$ cat src/logic/spi_ctrl_pkg.sv
package spi_ctrl_pkg;

    ////////////////////////////////////////////////////////////////////////////
    // frame sequencing

    typedef enum logic [2:0] {
        IDLE  = 3'd0, // waiting for a start edge
        GAP   = 3'd1, // interframe gap still running
        LEAD  = 3'd2, // cs low, before the first clock edge
        SHIFT = 3'd3, // clock running
        TRAIL = 3'd4  // after the last clock edge, cs still low
    } frame_state_e;

    // half period counter, covers the 1/128 divider
    localparam int HALF_CNT_W = 6;

    // edge counter, up to 64 edges per frame
    localparam int BIT_CNT_W = 6;

endpackage

$ cat src/logic/spi_cfg_pkg.sv
package spi_cfg_pkg;

    ////////////////////////////////////////////////////////////////////////////
    // bus mode, upper bit is clock polarity and lower bit is clock phase

    typedef enum logic [1:0] {
        MODE0 = 2'b00, // idle low, sample on rising edge
        MODE1 = 2'b01, // idle low, sample on falling edge
        MODE2 = 2'b10, // idle high, sample on falling edge
        MODE3 = 2'b11  // idle high, sample on rising edge
    } spi_mode_e;

    // serial clock as a fraction of GCLK
    typedef enum logic [1:0] {
        DIV128 = 2'd0,
        DIV64  = 2'd1,
        DIV32  = 2'd2,
        DIV16  = 2'd3
    } sck_div_e;

    // bits per frame
    typedef enum logic [1:0] {
        LEN32 = 2'd0,
        LEN16 = 2'd1,
        LEN8  = 2'd2,
        LEN4  = 2'd3
    } word_len_e;

    localparam int DATA_W = 32;

    typedef logic [DATA_W-1:0] spi_word_t;
    typedef logic [7:0]        gap_t;      // delay in GCLK cycles

endpackage
$ cat src/logic/spi_master.sv
`timescale 1ns/1ps

module spi_master (
    input  logic                   GCLK,
    input  logic                   NRST,
    input  logic                   start_i,
    input  spi_cfg_pkg::spi_mode_e spi_mode_i,
    input  spi_cfg_pkg::sck_div_e  sck_speed_i,
    input  spi_cfg_pkg::word_len_e word_len_i,
    input  spi_cfg_pkg::gap_t      ifg_i,
    input  spi_cfg_pkg::gap_t      cs_sck_i,
    input  spi_cfg_pkg::gap_t      sck_cs_i,
    input  spi_cfg_pkg::spi_word_t mosi_data_i,
    input  logic                   miso_i,
    output logic                   busy_o,
    output spi_cfg_pkg::spi_word_t miso_data_o,
    output logic                   mosi_o,
    output logic                   sclk_o,
    output logic                   cs_o
);
    import spi_ctrl_pkg::*;

    frame_state_e state;
    logic         gap_done;
    logic         lead_done;
    logic         trail_done;
    logic         lead_edge;
    logic         trail_edge;

    spi_frame_ctrl u_frame_ctrl (
        .GCLK         (GCLK),
        .NRST         (NRST),
        .start_i      (start_i),
        .spi_mode_i   (spi_mode_i),
        .word_len_i   (word_len_i),
        .mosi_data_i  (mosi_data_i),
        .miso_i       (miso_i),
        .gap_done_i   (gap_done),
        .lead_done_i  (lead_done),
        .trail_done_i (trail_done),
        .lead_edge_i  (lead_edge),
        .trail_edge_i (trail_edge),
        .state_o      (state),
        .busy_o       (busy_o),
        .cs_o         (cs_o),
        .mosi_o       (mosi_o),
        .miso_data_o  (miso_data_o)
    );

    spi_sck_gen u_sck_gen (
        .GCLK         (GCLK),
        .NRST         (NRST),
        .state_i      (state),
        .spi_mode_i   (spi_mode_i),
        .sck_speed_i  (sck_speed_i),
        .sclk_o       (sclk_o),
        .lead_edge_o  (lead_edge),
        .trail_edge_o (trail_edge)
    );

    spi_gap_timer u_gap_timer (
        .GCLK         (GCLK),
        .NRST         (NRST),
        .state_i      (state),
        .ifg_i        (ifg_i),
        .cs_sck_i     (cs_sck_i),
        .sck_cs_i     (sck_cs_i),
        .gap_done_o   (gap_done),
        .lead_done_o  (lead_done),
        .trail_done_o (trail_done)
    );

endmodule

$ cat src/logic/spi_frame_ctrl.sv
`timescale 1ns/1ps

module spi_frame_ctrl (
    input  logic                       GCLK,
    input  logic                       NRST,
    input  logic                       start_i,
    input  spi_cfg_pkg::spi_mode_e     spi_mode_i,
    input  spi_cfg_pkg::word_len_e     word_len_i,
    input  spi_cfg_pkg::spi_word_t     mosi_data_i,
    input  logic                       miso_i,
    input  logic                       gap_done_i,
    input  logic                       lead_done_i,
    input  logic                       trail_done_i,
    input  logic                       lead_edge_i,
    input  logic                       trail_edge_i,
    output spi_ctrl_pkg::frame_state_e state_o,
    output logic                       busy_o,
    output logic                       cs_o,
    output logic                       mosi_o,
    output spi_cfg_pkg::spi_word_t     miso_data_o
);
    import spi_cfg_pkg::*;
    import spi_ctrl_pkg::*;

    logic                 start_q;
    logic                 start_edge;
    logic                 cpha;
    logic                 shift_edge;   // master drives the next bit
    logic                 sample_edge;  // master takes miso
    logic                 load_tx;
    logic                 frame_go;     // GAP to LEAD
    logic                 last_edge;
    logic [4:0]           tx_align;
    logic [BIT_CNT_W-1:0] last_cnt;
    logic [BIT_CNT_W-1:0] edge_cnt;
    spi_word_t            tx_sreg;
    spi_word_t            rx_sreg;

    ////////////////////////////////////////////////////////////////////////////
    // start edge and mode decode

    always_ff @(posedge GCLK) begin
        if (!NRST)
            start_q <= 1'b0;
        else
            start_q <= start_i;
    end

    assign start_edge  = start_i & ~start_q;
    assign cpha        = spi_mode_i[0];
    assign shift_edge  = cpha ? lead_edge_i : trail_edge_i;
    assign sample_edge = cpha ? trail_edge_i : lead_edge_i;

    // left alignment of the tx word and index of the final edge
    always_comb begin
        tx_align = 5'd0;
        last_cnt = 6'd63;
        case (word_len_i)
            LEN16: begin
                tx_align = 5'd16;
                last_cnt = 6'd31;
            end
            LEN8: begin
                tx_align = 5'd24;
                last_cnt = 6'd15;
            end
            LEN4: begin
                tx_align = 5'd28;
                last_cnt = 6'd7;
            end
            default: begin
                tx_align = 5'd0;
                last_cnt = 6'd63;
            end
        endcase
    end

    assign load_tx   = (state_o == IDLE) && start_edge;
    assign frame_go  = (state_o == GAP) && gap_done_i;
    assign last_edge = trail_edge_i && (edge_cnt == last_cnt);

    ////////////////////////////////////////////////////////////////////////////
    // frame FSM

    always_ff @(posedge GCLK) begin
        if (!NRST) begin
            state_o     <= IDLE;
            busy_o      <= 1'b0;
            cs_o        <= 1'b1;
            mosi_o      <= 1'b0;
            miso_data_o <= '0;
            edge_cnt    <= '0;
        end else begin
            case (state_o)
                IDLE: begin
                    if (start_edge)
                        state_o <= GAP;
                end
                GAP: begin
                    if (gap_done_i) begin
                        state_o  <= LEAD;
                        cs_o     <= 1'b0;
                        busy_o   <= 1'b1;
                        edge_cnt <= '0;
                        if (!cpha)
                            mosi_o <= tx_sreg[DATA_W-1]; // first bit ahead of sck
                    end
                end
                LEAD: begin
                    if (lead_done_i)
                        state_o <= SHIFT;
                end
                SHIFT: begin
                    if (lead_edge_i || trail_edge_i)
                        edge_cnt <= edge_cnt + 1'b1;
                    if (shift_edge)
                        mosi_o <= tx_sreg[DATA_W-1];
                    if (last_edge)
                        state_o <= TRAIL;
                end
                TRAIL: begin
                    if (trail_done_i) begin
                        state_o     <= IDLE;
                        cs_o        <= 1'b1;
                        busy_o      <= 1'b0;
                        mosi_o      <= 1'b0;
                        miso_data_o <= rx_sreg; // upper bits already zero
                    end
                end
                default: state_o <= IDLE;
            endcase
        end
    end

    ////////////////////////////////////////////////////////////////////////////
    // shift registers

    always_ff @(posedge GCLK) begin
        if (load_tx)
            tx_sreg <= mosi_data_i << tx_align;
        else if ((frame_go && !cpha) || ((state_o == SHIFT) && shift_edge))
            tx_sreg <= tx_sreg << 1;

        if (frame_go)
            rx_sreg <= '0;
        else if ((state_o == SHIFT) && sample_edge)
            rx_sreg <= {rx_sreg[DATA_W-2:0], miso_i}; // msb first
    end

endmodule

$ cat src/logic/spi_gap_timer.sv
`timescale 1ns/1ps

module spi_gap_timer (
    input  logic                      GCLK,
    input  logic                      NRST,
    input  spi_ctrl_pkg::frame_state_e state_i,
    input  spi_cfg_pkg::gap_t         ifg_i,
    input  spi_cfg_pkg::gap_t         cs_sck_i,
    input  spi_cfg_pkg::gap_t         sck_cs_i,
    output logic                      gap_done_o,
    output logic                      lead_done_o,
    output logic                      trail_done_o
);
    import spi_cfg_pkg::*;
    import spi_ctrl_pkg::*;

    gap_t gap_cnt;    // cycles since the last frame ended
    gap_t guard_cnt;  // cycles since entering LEAD or TRAIL
    gap_t guard_lim;
    logic gap_wait;
    logic guard_hit;

    assign gap_wait = (state_i == IDLE) || (state_i == GAP);

    ////////////////////////////////////////////////////////////////////////////
    // interframe gap

    always_ff @(posedge GCLK) begin
        if (!NRST) begin
            gap_cnt <= '0;
        end else if (gap_wait) begin
            if (gap_cnt < ifg_i)
                gap_cnt <= gap_cnt + 1'b1; // saturates at the gap
        end else begin
            gap_cnt <= '0;
        end
    end

    assign gap_done_o = gap_wait && (gap_cnt >= ifg_i);

    ////////////////////////////////////////////////////////////////////////////
    // cs to sck and sck to cs guard delays

    // LEAD fires a cycle earlier since SHIFT adds one cycle before the first edge
    always_comb begin
        if (state_i == LEAD)
            guard_lim = (cs_sck_i == '0) ? '0 : cs_sck_i - 1'b1;
        else
            guard_lim = sck_cs_i;
    end

    always_ff @(posedge GCLK) begin
        if (!NRST)
            guard_cnt <= '0;
        else if ((state_i == LEAD) || (state_i == TRAIL))
            guard_cnt <= guard_cnt + 1'b1;
        else
            guard_cnt <= '0;
    end

    assign guard_hit    = (guard_cnt == guard_lim);
    assign lead_done_o  = (state_i == LEAD) && guard_hit;
    assign trail_done_o = (state_i == TRAIL) && guard_hit;

endmodule

$ cat src/logic/spi_sck_gen.sv
`timescale 1ns/1ps

module spi_sck_gen (
    input  logic                      GCLK,
    input  logic                      NRST,
    input  spi_ctrl_pkg::frame_state_e state_i,
    input  spi_cfg_pkg::spi_mode_e    spi_mode_i,
    input  spi_cfg_pkg::sck_div_e     sck_speed_i,
    output logic                      sclk_o,
    output logic                      lead_edge_o,
    output logic                      trail_edge_o
);
    import spi_cfg_pkg::*;
    import spi_ctrl_pkg::*;

    logic                  cpol;     // idle level of sck
    logic [HALF_CNT_W-1:0] div_lim;  // last count of a half period
    logic [HALF_CNT_W-1:0] half_cnt;
    logic                  sck_edge;

    assign cpol = spi_mode_i[1];

    ////////////////////////////////////////////////////////////////////////////
    // speed select

    always_comb begin
        div_lim = 6'd63;
        case (sck_speed_i)
            DIV64:   div_lim = 6'd31;
            DIV32:   div_lim = 6'd15;
            DIV16:   div_lim = 6'd7;
            default: div_lim = 6'd63; // 1/128
        endcase
    end

    ////////////////////////////////////////////////////////////////////////////
    // edge strobes, high in the cycle that ends with the sck toggle

    assign sck_edge     = (state_i == SHIFT) && (half_cnt >= div_lim);
    assign lead_edge_o  = sck_edge && (sclk_o == cpol);   // leaving idle level
    assign trail_edge_o = sck_edge && (sclk_o != cpol);   // back to idle level

    ////////////////////////////////////////////////////////////////////////////
    // divider

    always_ff @(posedge GCLK) begin
        if (!NRST) begin
            half_cnt <= '0;
            sclk_o   <= cpol;
        end else if (state_i != SHIFT) begin
            // preloaded so the first edge comes one cycle into SHIFT
            half_cnt <= div_lim;
            sclk_o   <= cpol;
        end else if (sck_edge) begin
            half_cnt <= '0;
            sclk_o   <= ~sclk_o;
        end else begin
            half_cnt <= half_cnt + 1'b1;
        end
    end

endmodule

$ cat config.mk
export PLATFORM = sky130hd
export DESIGN_NAME = spi_master
export DESIGN_NICKNAME = d
export VERILOG_FILES = /design/src/logic/spi_ctrl_pkg.sv /design/src/logic/spi_cfg_pkg.sv /design/src/logic/spi_master.sv /design/src/logic/spi_frame_ctrl.sv /design/src/logic/spi_gap_timer.sv /design/src/logic/spi_sck_gen.sv
export SDC_FILE = /design/constraint.sdc
export NUM_CORES = 1
export LEC_CHECK = 0
export ABC_AREA = 1
export ABC_CLOCK_PERIOD_IN_PS = 7620
export BUFFER_PORTS_ARGS = -buffer_cell sky130_fd_sc_hd__buf_2
export CAP_MARGIN = 20
export CORE_ASPECT_RATIO = 1.1
export CORE_MARGIN = 3
export CORE_UTILIZATION = 63
export CTS_BUF_LIST = sky130_fd_sc_hd__clkbuf_2
export DETAILED_ROUTE_END_ITERATION = 6
export GPL_ROUTABILITY_DRIVEN = 0
export PLACE_DENSITY = 0.87
export SLEW_MARGIN = 20
export SYNTH_ARGS = -nofsm -noshare
export SYNTH_HDL_FRONTEND = slang
export SYNTH_SLANG_ARGS = --single-unit
$ cat constraint.sdc
create_clock -name GCLK -period 7.62 [get_ports GCLK]
set_input_delay 0.381 -clock GCLK [delete_from_list [all_inputs] [get_ports GCLK]]
set_output_delay 0.381 -clock GCLK [all_outputs]
set_load 0.05 [all_outputs]
==> results by group, run 1 <==
Status
  • Status: finished, final reports clean

Drt
  • Drt total wl: 13.5 mm
  • # DRC: 0
  • Via density per instance: 5.23
  • Detailed Route Iter0 Violations: 270
  • Wire per inst: 12.2 um
  • Vias after detailed routing: 5,779
  • DRT Pass-1 Iters: 5
  • Detail Route Antenna Nets: 0

Final layout
  • Multi-input logic area: 2830 sq um
  • Nets: 1,056
  • Fill cell count: 794
  • Register area: 2970 sq um
  • Share of layout cells above drive strength 1: 0.148
  • Area delta synth->final: 13.4%
  • Fin cells: 1,104

Synth
  • Synth Register Bits: 132
  • Mapped Cells: 873
  • Syn avg cell area: 7.31 sq um
  • Synth Warn #: 0
  • Cell area after synthesis: 6380 sq um
  • Most instantiated cells after synthesis: nor2_1 (181), nand2_1 (148), inv_1 (114)
  • Primary FF master, synth: dfxtp_1
  • Area share of the largest cell type after synthesis: 0.311
  • Netlist cell types: 38
  • Seq/Total Area, Yosys: 0.466
  • Ys async rst share: 0
  • EDFF count, synth: 33
  • Net count after synthesis: 956
  • Synth area leaders: dfxtp_1 (31%), edfxtp_1 (16%), nor2_1 (11%), nand2_1 (8.7%), o21ai_0 (7.3%)
  • Count leader, synth: nor2_1
  • Synth area leader: dfxtp_1

CTS
  • Cell chosen for the clock root: clkbuf_2
  • TritonCTS Buffers: 17
  • Setup Buffers After CTS: 0
  • Max clock buf depth: 2
  • H-tree depth: 4
  • Clock latency on the worst-skew pair: 670 ps
  • TritonCTS clock tree: done
  • Clk sinks: 132
  • Cts hold-fix bufs: 8
  • Clock-pin slew on the worst setup and hold paths: 220 ps
  • # resized after CTS: 0

STA
  • Rel. slew slack: 0.311
  • Final Max Slew Viols: 0
  • Tightest Pin Transition: 1030 ps
  • Final setup violation count: 0
  • Fmax achieved: 275 MHz
  • Clock Skews: 45.8 ps
  • Min cycle time layout: 3640 ps
  • Setup_tns: 0 ps
  • Period utilization: 0.478
  • RSZ-0062 raised after global routing: no
  • Final Hold Fails: 0

Pwr
  • Sw Ratio: 0.335
  • Peak supply drop: 164 uV
  • Leakage power: 3.51 nW
  • Logic pwr share: 0.242
  • P_sw: 0.620 mW
  • Clock Power Share: 0.232
  • Power Density: 256 nW/um^2
  • Seq pwr share: 0.525
  • Internal: 1.23 mW

Placement
  • Cells after DPL: 1,063
  • Post-detail-place hpwl: 9.40 mm
  • Port-buffer cells: 101

Worst setup path
  • Crit. End Element: flip-flop
  • Setup CP Type: in2reg
  • Critical Path RT: 8170 ps
  • CP max FO: 33
  • Critical path arrival: 4190 ps
  • Startpoint Class: input pin

Global route
  • All-Layer GR Usage: 0.242
  • First-pass GRT wire length: 22.8 mm
  • Largest net degree at the start of global routing: 44
  • Vias in the first global route: 5,326
  • Initial antenna violation count: 1
  • Global route overflow: 0

Die
  • Num ports: 102
  • Starting Density: 0.663
  • Die Area: 11,400 sq um
  • Chip height: 112 um
  • Die W: 102 um
  • Cell Rows: 37
  • Total core area: 9630 sq um

Run
  • Max cap viols: 0

Hold path
  • Hold crit path type: in2reg
==> power groups by stage <==
stage	clock, mW	sequential [mW]	combinational [mW]
finish	0.430	0.972	0.448
global route	0.466	0.988	0.527
CTS	0.437	0.969	0.450
detailed placement	0	0.984	0.444
global placement	0	0.982	0.431
floorplan	0	0.975	0.333
==> logic make-up after synthesis <==
group / share of synthesized area
adder cells (fa/ha/maj): 0.0333
AND/OR/NAND/NOR: 0.260
AO/OA/AOI/OAI: 0.138
buffers and inverters: 0.0923
flip-flops: 0.466
XOR/XNOR: 0.0110
==> worst paths after layout <==
path / from / to / slack (ps) / depth (start not counted)
setup / recovery: sck_speed_i[1] / u_frame_ctrl.rx_sreg[14] / 3980 / 15
setup reg to reg: u_sck_gen.half_cnt[5] / u_frame_ctrl.rx_sreg[14] / 4140 / 11
hold reg to reg: u_frame_ctrl.mosi_o / u_frame_ctrl.mosi_o / 480 / 2
hold / removal: mosi_data_i[7] / u_frame_ctrl.tx_sreg[23] / 50 / 3
==> metal layers <==
| metal | track usage | vias to the layer above | share of wire |
|---|---|---|---|
| met2 | 0.403 | 175 | 0.48 |
| li1 | - | 3010 | - |
| met4 | 0.0822 | 0 | 0.015 |
| met3 | 0.0526 | 20 | 0.058 |
| met1 | 0.310 | 2574 | 0.45 |
| met5 | 0 | - | 0 |
==> sequential cells by signal, summed over array words and instances (netlist names) <==
signal,count
u_frame_ctrl.edge_cnt,6
u_frame_ctrl.cs_o,1
u_gap_timer.gap_cnt,8
u_frame_ctrl.state_o,3
u_sck_gen.sclk_o,1
u_frame_ctrl.mosi_o,1
u_frame_ctrl.miso_data_o,32
u_gap_timer.guard_cnt,8
u_frame_ctrl.rx_sreg,32
u_frame_ctrl.busy_o,1
u_frame_ctrl.start_q,1
u_frame_ctrl.tx_sreg,32
u_sck_gen.half_cnt,6
==> cell usage in the layout (no fill, tap or decap), drive strengths merged <==
| cell | instances |
|---|---|
| nor2 | 186 |
| nand2 | 149 |
| inv | 117 |
| buf | 104 |
| o21ai | 101 |
| dfxtp | 99 |
| nand3 | 48 |
| a21oi | 44 |
| edfxtp | 33 |
| clkbuf | 21 |
| ha | 17 |
| o211ai | 12 |
| nor3 | 11 |
| dlygate4sd3 | 8 |
| clkinv | 7 |
| xor2 | 6 |
| bufinv | 3 |
| nand4 | 3 |
| nand3b | 2 |
| xnor2 | 2 |
| nor4 | 2 |
| nor3b | 2 |
| o22ai | 2 |
| diode | 1 |
| a22oi | 1 |
| a221oi | 1 |
| a211oi | 1 |
| o21bai | 1 |
| a31oi | 1 |
| o22a | 1 |
| clkinvlp | 1 |
==> metrics by stage <==
step,hold slack (ps),utilization,area (sq um),worst slack [ps],power (mW)
finish,51.7,0.752,7240,3980,1.85
global route,14.6,0.752,7240,3590,1.98
CTS,15.3,0.751,7240,4010,1.86
detailed placement,457,0.718,6920,3910,1.43
global placement,444,0.718,6920,4090,1.41
floorplan,430,-,6380,3390,1.31
==> critical path, cell delays in order <==
cell and delay [ps]:
dlygate4sd3_1 540, buf_2 150, inv_1 50, nand2_1 60, ha_1 300, nand2_1 70
inv_1 50, a221oi_1 330, nand2_1 90, nand2_1 190, inv_1 80, nand2_1 760
inv_1 670, o21ai_0 360, inv_1 90
==> cell type report <==
class                           instances  area share
Antenna cell                            1    0.000346
Inverter                              117      0.0607
Clock buffer                           21      0.0145
Clock inverter                         11      0.0187
Tap cell                              117      0.0202
Timing Repair Buffer                  112      0.0840
Multi-Input combinational cell        593       0.391
Sequential cell                       132       0.411
Note: power is estimated with default switching activity, not from simulation.
==> inputs of run 2 (changes only) <==
Settings changed: ABC_CLOCK_PERIOD_IN_PS 7620 to 3550, CORE_UTILIZATION 63 to 59, PLACE_DENSITY 0.87 to 0.82.
Clock period 7.62 ns to 3.55 ns, I/O delays scaled along.
==> run 2 against run 1 <==
Routed wire length rose by 16%. Power rose by 120%. Critical path depth fell by 3. Via count rose by 6.7%. Final area rose by 7.5%. Critical endpoint is now u_frame_ctrl.rx_sreg[26]. Die area rose by 6.4%. Clock-buffer cell count fell by 2. Register-to-register slack got worse by 3300 ps. Sequential share of layout area fell by 2.8 points.
==> results by group, run 2 (synthesized netlist as in run 1, its figures left out) <==
Pwr
  • Peak supply drop: 295 uV (+79%)
  • Leakage power: 3.72 nW (+5.9%)
  • Power Density: 530 nW/um^2 (+110%)
  • Pwr Total: 4.12 mW (+120%)

Worst setup path
  • CP delay by family, top: buffers and inverters
  • Reg2Reg Setup Slack: 820 ps (-3320 ps)
  • Critical Path RT: 4170 ps (-4000 ps)
  • CP max FO: 31 (-6.1%)
  • Worst R2R Path Depth: 12 (+1)
  • Startpoint Class: flip-flop
  • Slowest stage delay, CP: 690 ps (-70 ps)
  • Reg2Reg Launch Point: u_gap_timer.gap_cnt[3]
  • Critical Path Stages: 12 (-3)
  • Worst path slowest cell: inv_1
  • Critical path arrival: 3350 ps (-840 ps)
  • Worst R2R End: u_frame_ctrl.rx_sreg[26]
  • Critical Path Most Common Cell: nand2_1
  • Crit path buf inv count: 3 (-4)
  • Cell chain of the critical path: ha_1 -> nand3_1 -> o211ai_1 -> nand2_1 -> nand2_1 -> inv_1 -> nand2_1 -> nand2_1 -> inv_1 -> nor2_1 -> o21ai_0 -> inv_1
  • Setup CP Type: reg2reg
  • Crit. End Element: flip-flop

Final layout
  • Nets: 1,108 (+4.9%)
  • Most frequent cells in the layout: nor2_1 (181), nand2_1 (148), inv_1 (114), buf_2 (101), dfxtp_1 (99)
  • Top flop regs: u_frame_ctrl.miso_data_o (32), u_frame_ctrl.rx_sreg (32), u_frame_ctrl.tx_sreg (32)
  • Share of layout cells above drive strength 1: 0.144 (-0.00453)
  • Area delta synth->final: 21.9%
  • Commonest non-fill, non-tap cell in the layout: nor2_1

CTS
  • Max clock buf depth: 2 (unchanged)
  • TritonCTS Buffers: 17 (unchanged)
  • Clk sinks: 132 (unchanged)
  • Clock-pin slew on the worst setup and hold paths: 200 ps (-20 ps)
  • TritonCTS clock tree: done
  • Cell chosen for the clock root: clkbuf_2
  • H-tree depth: 4 (unchanged)
  • Clock latency on the worst-skew pair: 720 ps (+50 ps)
  • # resized after CTS: 0 (unchanged)

STA
  • Final worst setup slack: 821 ps (-3160 ps)
  • Final Max Slew Viols: 0 (unchanged)
  • Final setup violation count: 0 (unchanged)
  • RSZ-0062 raised after global routing: no
  • Period utilization: 0.769
  • Clock Skews: 33.0 ps (-12.9 ps)
  • Min cycle time layout: 2730 ps
  • Setup_tns: 0 ps (unchanged)
  • Fmax achieved: 366 MHz
  • Tightest Pin Transition: 897 ps (-134 ps)
  • Final Hold Fails: 0 (unchanged)
  • Rel. slew slack: 0.401 (+0.0906)

Placement
  • Post-detail-place hpwl: 9.48 mm (+0.85%)
  • Post-Place Setup Slack: 841 ps (-3070 ps)
  • Port-buffer cells: 101 (unchanged)

Drt
  • Metal3 WL: 1.03 mm (+31%)
  • # DRC: 0 (unchanged)
  • Vias after detailed routing: 6,165 (+6.7%)
  • Wl on met1: 6.64 mm (+9.4%)
  • Detail Route Antenna Nets: 0 (unchanged)
  • Wire length on met2: 7.47 mm (+16%)
  • Highest metal used: met4
  • DRT Pass-1 Iters: 5 (unchanged)
  • Drt total wl: 15.7 mm (+16%)
  • Detailed Route Iter0 Violations: 484 (+79%)
  • Via density per instance: 5.21 (-0.53%)
  • Wire per inst: 13.3 um (+8.6%)

Hold path
  • Hold crit path type: in2reg
  • WHS Path Cells: 3 (unchanged)
  • Worst Hold End: u_frame_ctrl.tx_sreg[12]
  • Hold_sp: word_len_i[1]

Die
  • Num ports: 102 (unchanged)
  • Total core area: 10,500 sq um (+9.0%)
  • Die Area: 12,100 sq um (+6.4%)
  • Chip height: 115 um (+3.2%)
  • Die W: 105 um (+3.1%)
  • Cell Rows: 39 (+5.4%)
  • Starting Density: 0.608 (-0.0545)

Global route
  • First-pass GRT wire length: 25.6 mm (+12%)
  • Vias in the first global route: 5,644 (+6.0%)
  • Largest net degree at the start of global routing: 43 (-2.3%)
  • All-Layer GR Usage: 0.262 (+0.0201)
  • Global route overflow: 0 (unchanged)
  • Initial antenna violation count: 1 (unchanged)

Run
  • Max cap viols: 0 (unchanged)

Status
  • Status: finished, final reports clean
## run 2: per-stage QoR
stage / cell area, sq um / std cells / util / hold WS [ps]
2_1_floorplan: 6380 / 873 / - / 271
3_3_place_gp: 6970 / 1092 / 0.664 / 381
3_5_place_dp: 6970 / 1092 / 0.664 / 387
4_1_cts: 7770 / 1181 / 0.741 / 25.1
5_1_grt: 7770 / 1182 / 0.741 / 74.7
6_report: 7780 / 1184 / 0.741 / 101
## run 2: cell type report
type                            count  area, sq um
Antenna cell                        3         7.51
Timing Repair Buffer              164         1120
Fill cell                         790         2710
Multi-Input combinational cell    593         2830
Sequential cell                   132         2970
Tap cell                          143          179
Clock buffer                       19         95.1
Clock inverter                     13          134
Inverter                          117          439
## run 2: what timing repair did
item	in CTS	in global routing
hold endpoints to repair	77	0
setup buffers	0	0
hold buffers	57	0
## run 2: worst max path at each step
stage | start | end | slack (ps)
2_1_floorplan | u_gap_timer.gap_cnt[3] | u_frame_ctrl.tx_sreg[0] | 270
3_3_place_gp | u_gap_timer.gap_cnt[3] | u_frame_ctrl.rx_sreg[22] | 960
3_5_place_dp | u_gap_timer.gap_cnt[3] | u_frame_ctrl.rx_sreg[26] | 840
4_1_cts | u_gap_timer.gap_cnt[3] | u_frame_ctrl.rx_sreg[26] | 810
5_1_grt | u_gap_timer.gap_cnt[3] | u_frame_ctrl.rx_sreg[13] | 490
6_report | u_gap_timer.gap_cnt[3] | u_frame_ctrl.rx_sreg[26] | 820
## run 2: per-layer routing
metal,vias up,global-route usage
met2,269,0.438
met5,-,0
li1,3115,-
met4,0,0.130
met3,51,0.0612
met1,2730,0.322
## run 2: tightest hold or removal path: cells and delay by family
family,cells,cell delay [ps]
compound gates,2,350
buf+inv,1,180
## run 2: where the power goes
group / switching (mW) / total [mW] / internal, mW
registers: 0.188 / 2.09 / 1.90
clock network: 0.572 / 0.899 / 0.326
logic: 0.679 / 1.14 / 0.457
total: 1.44 / 4.12 / 2.69
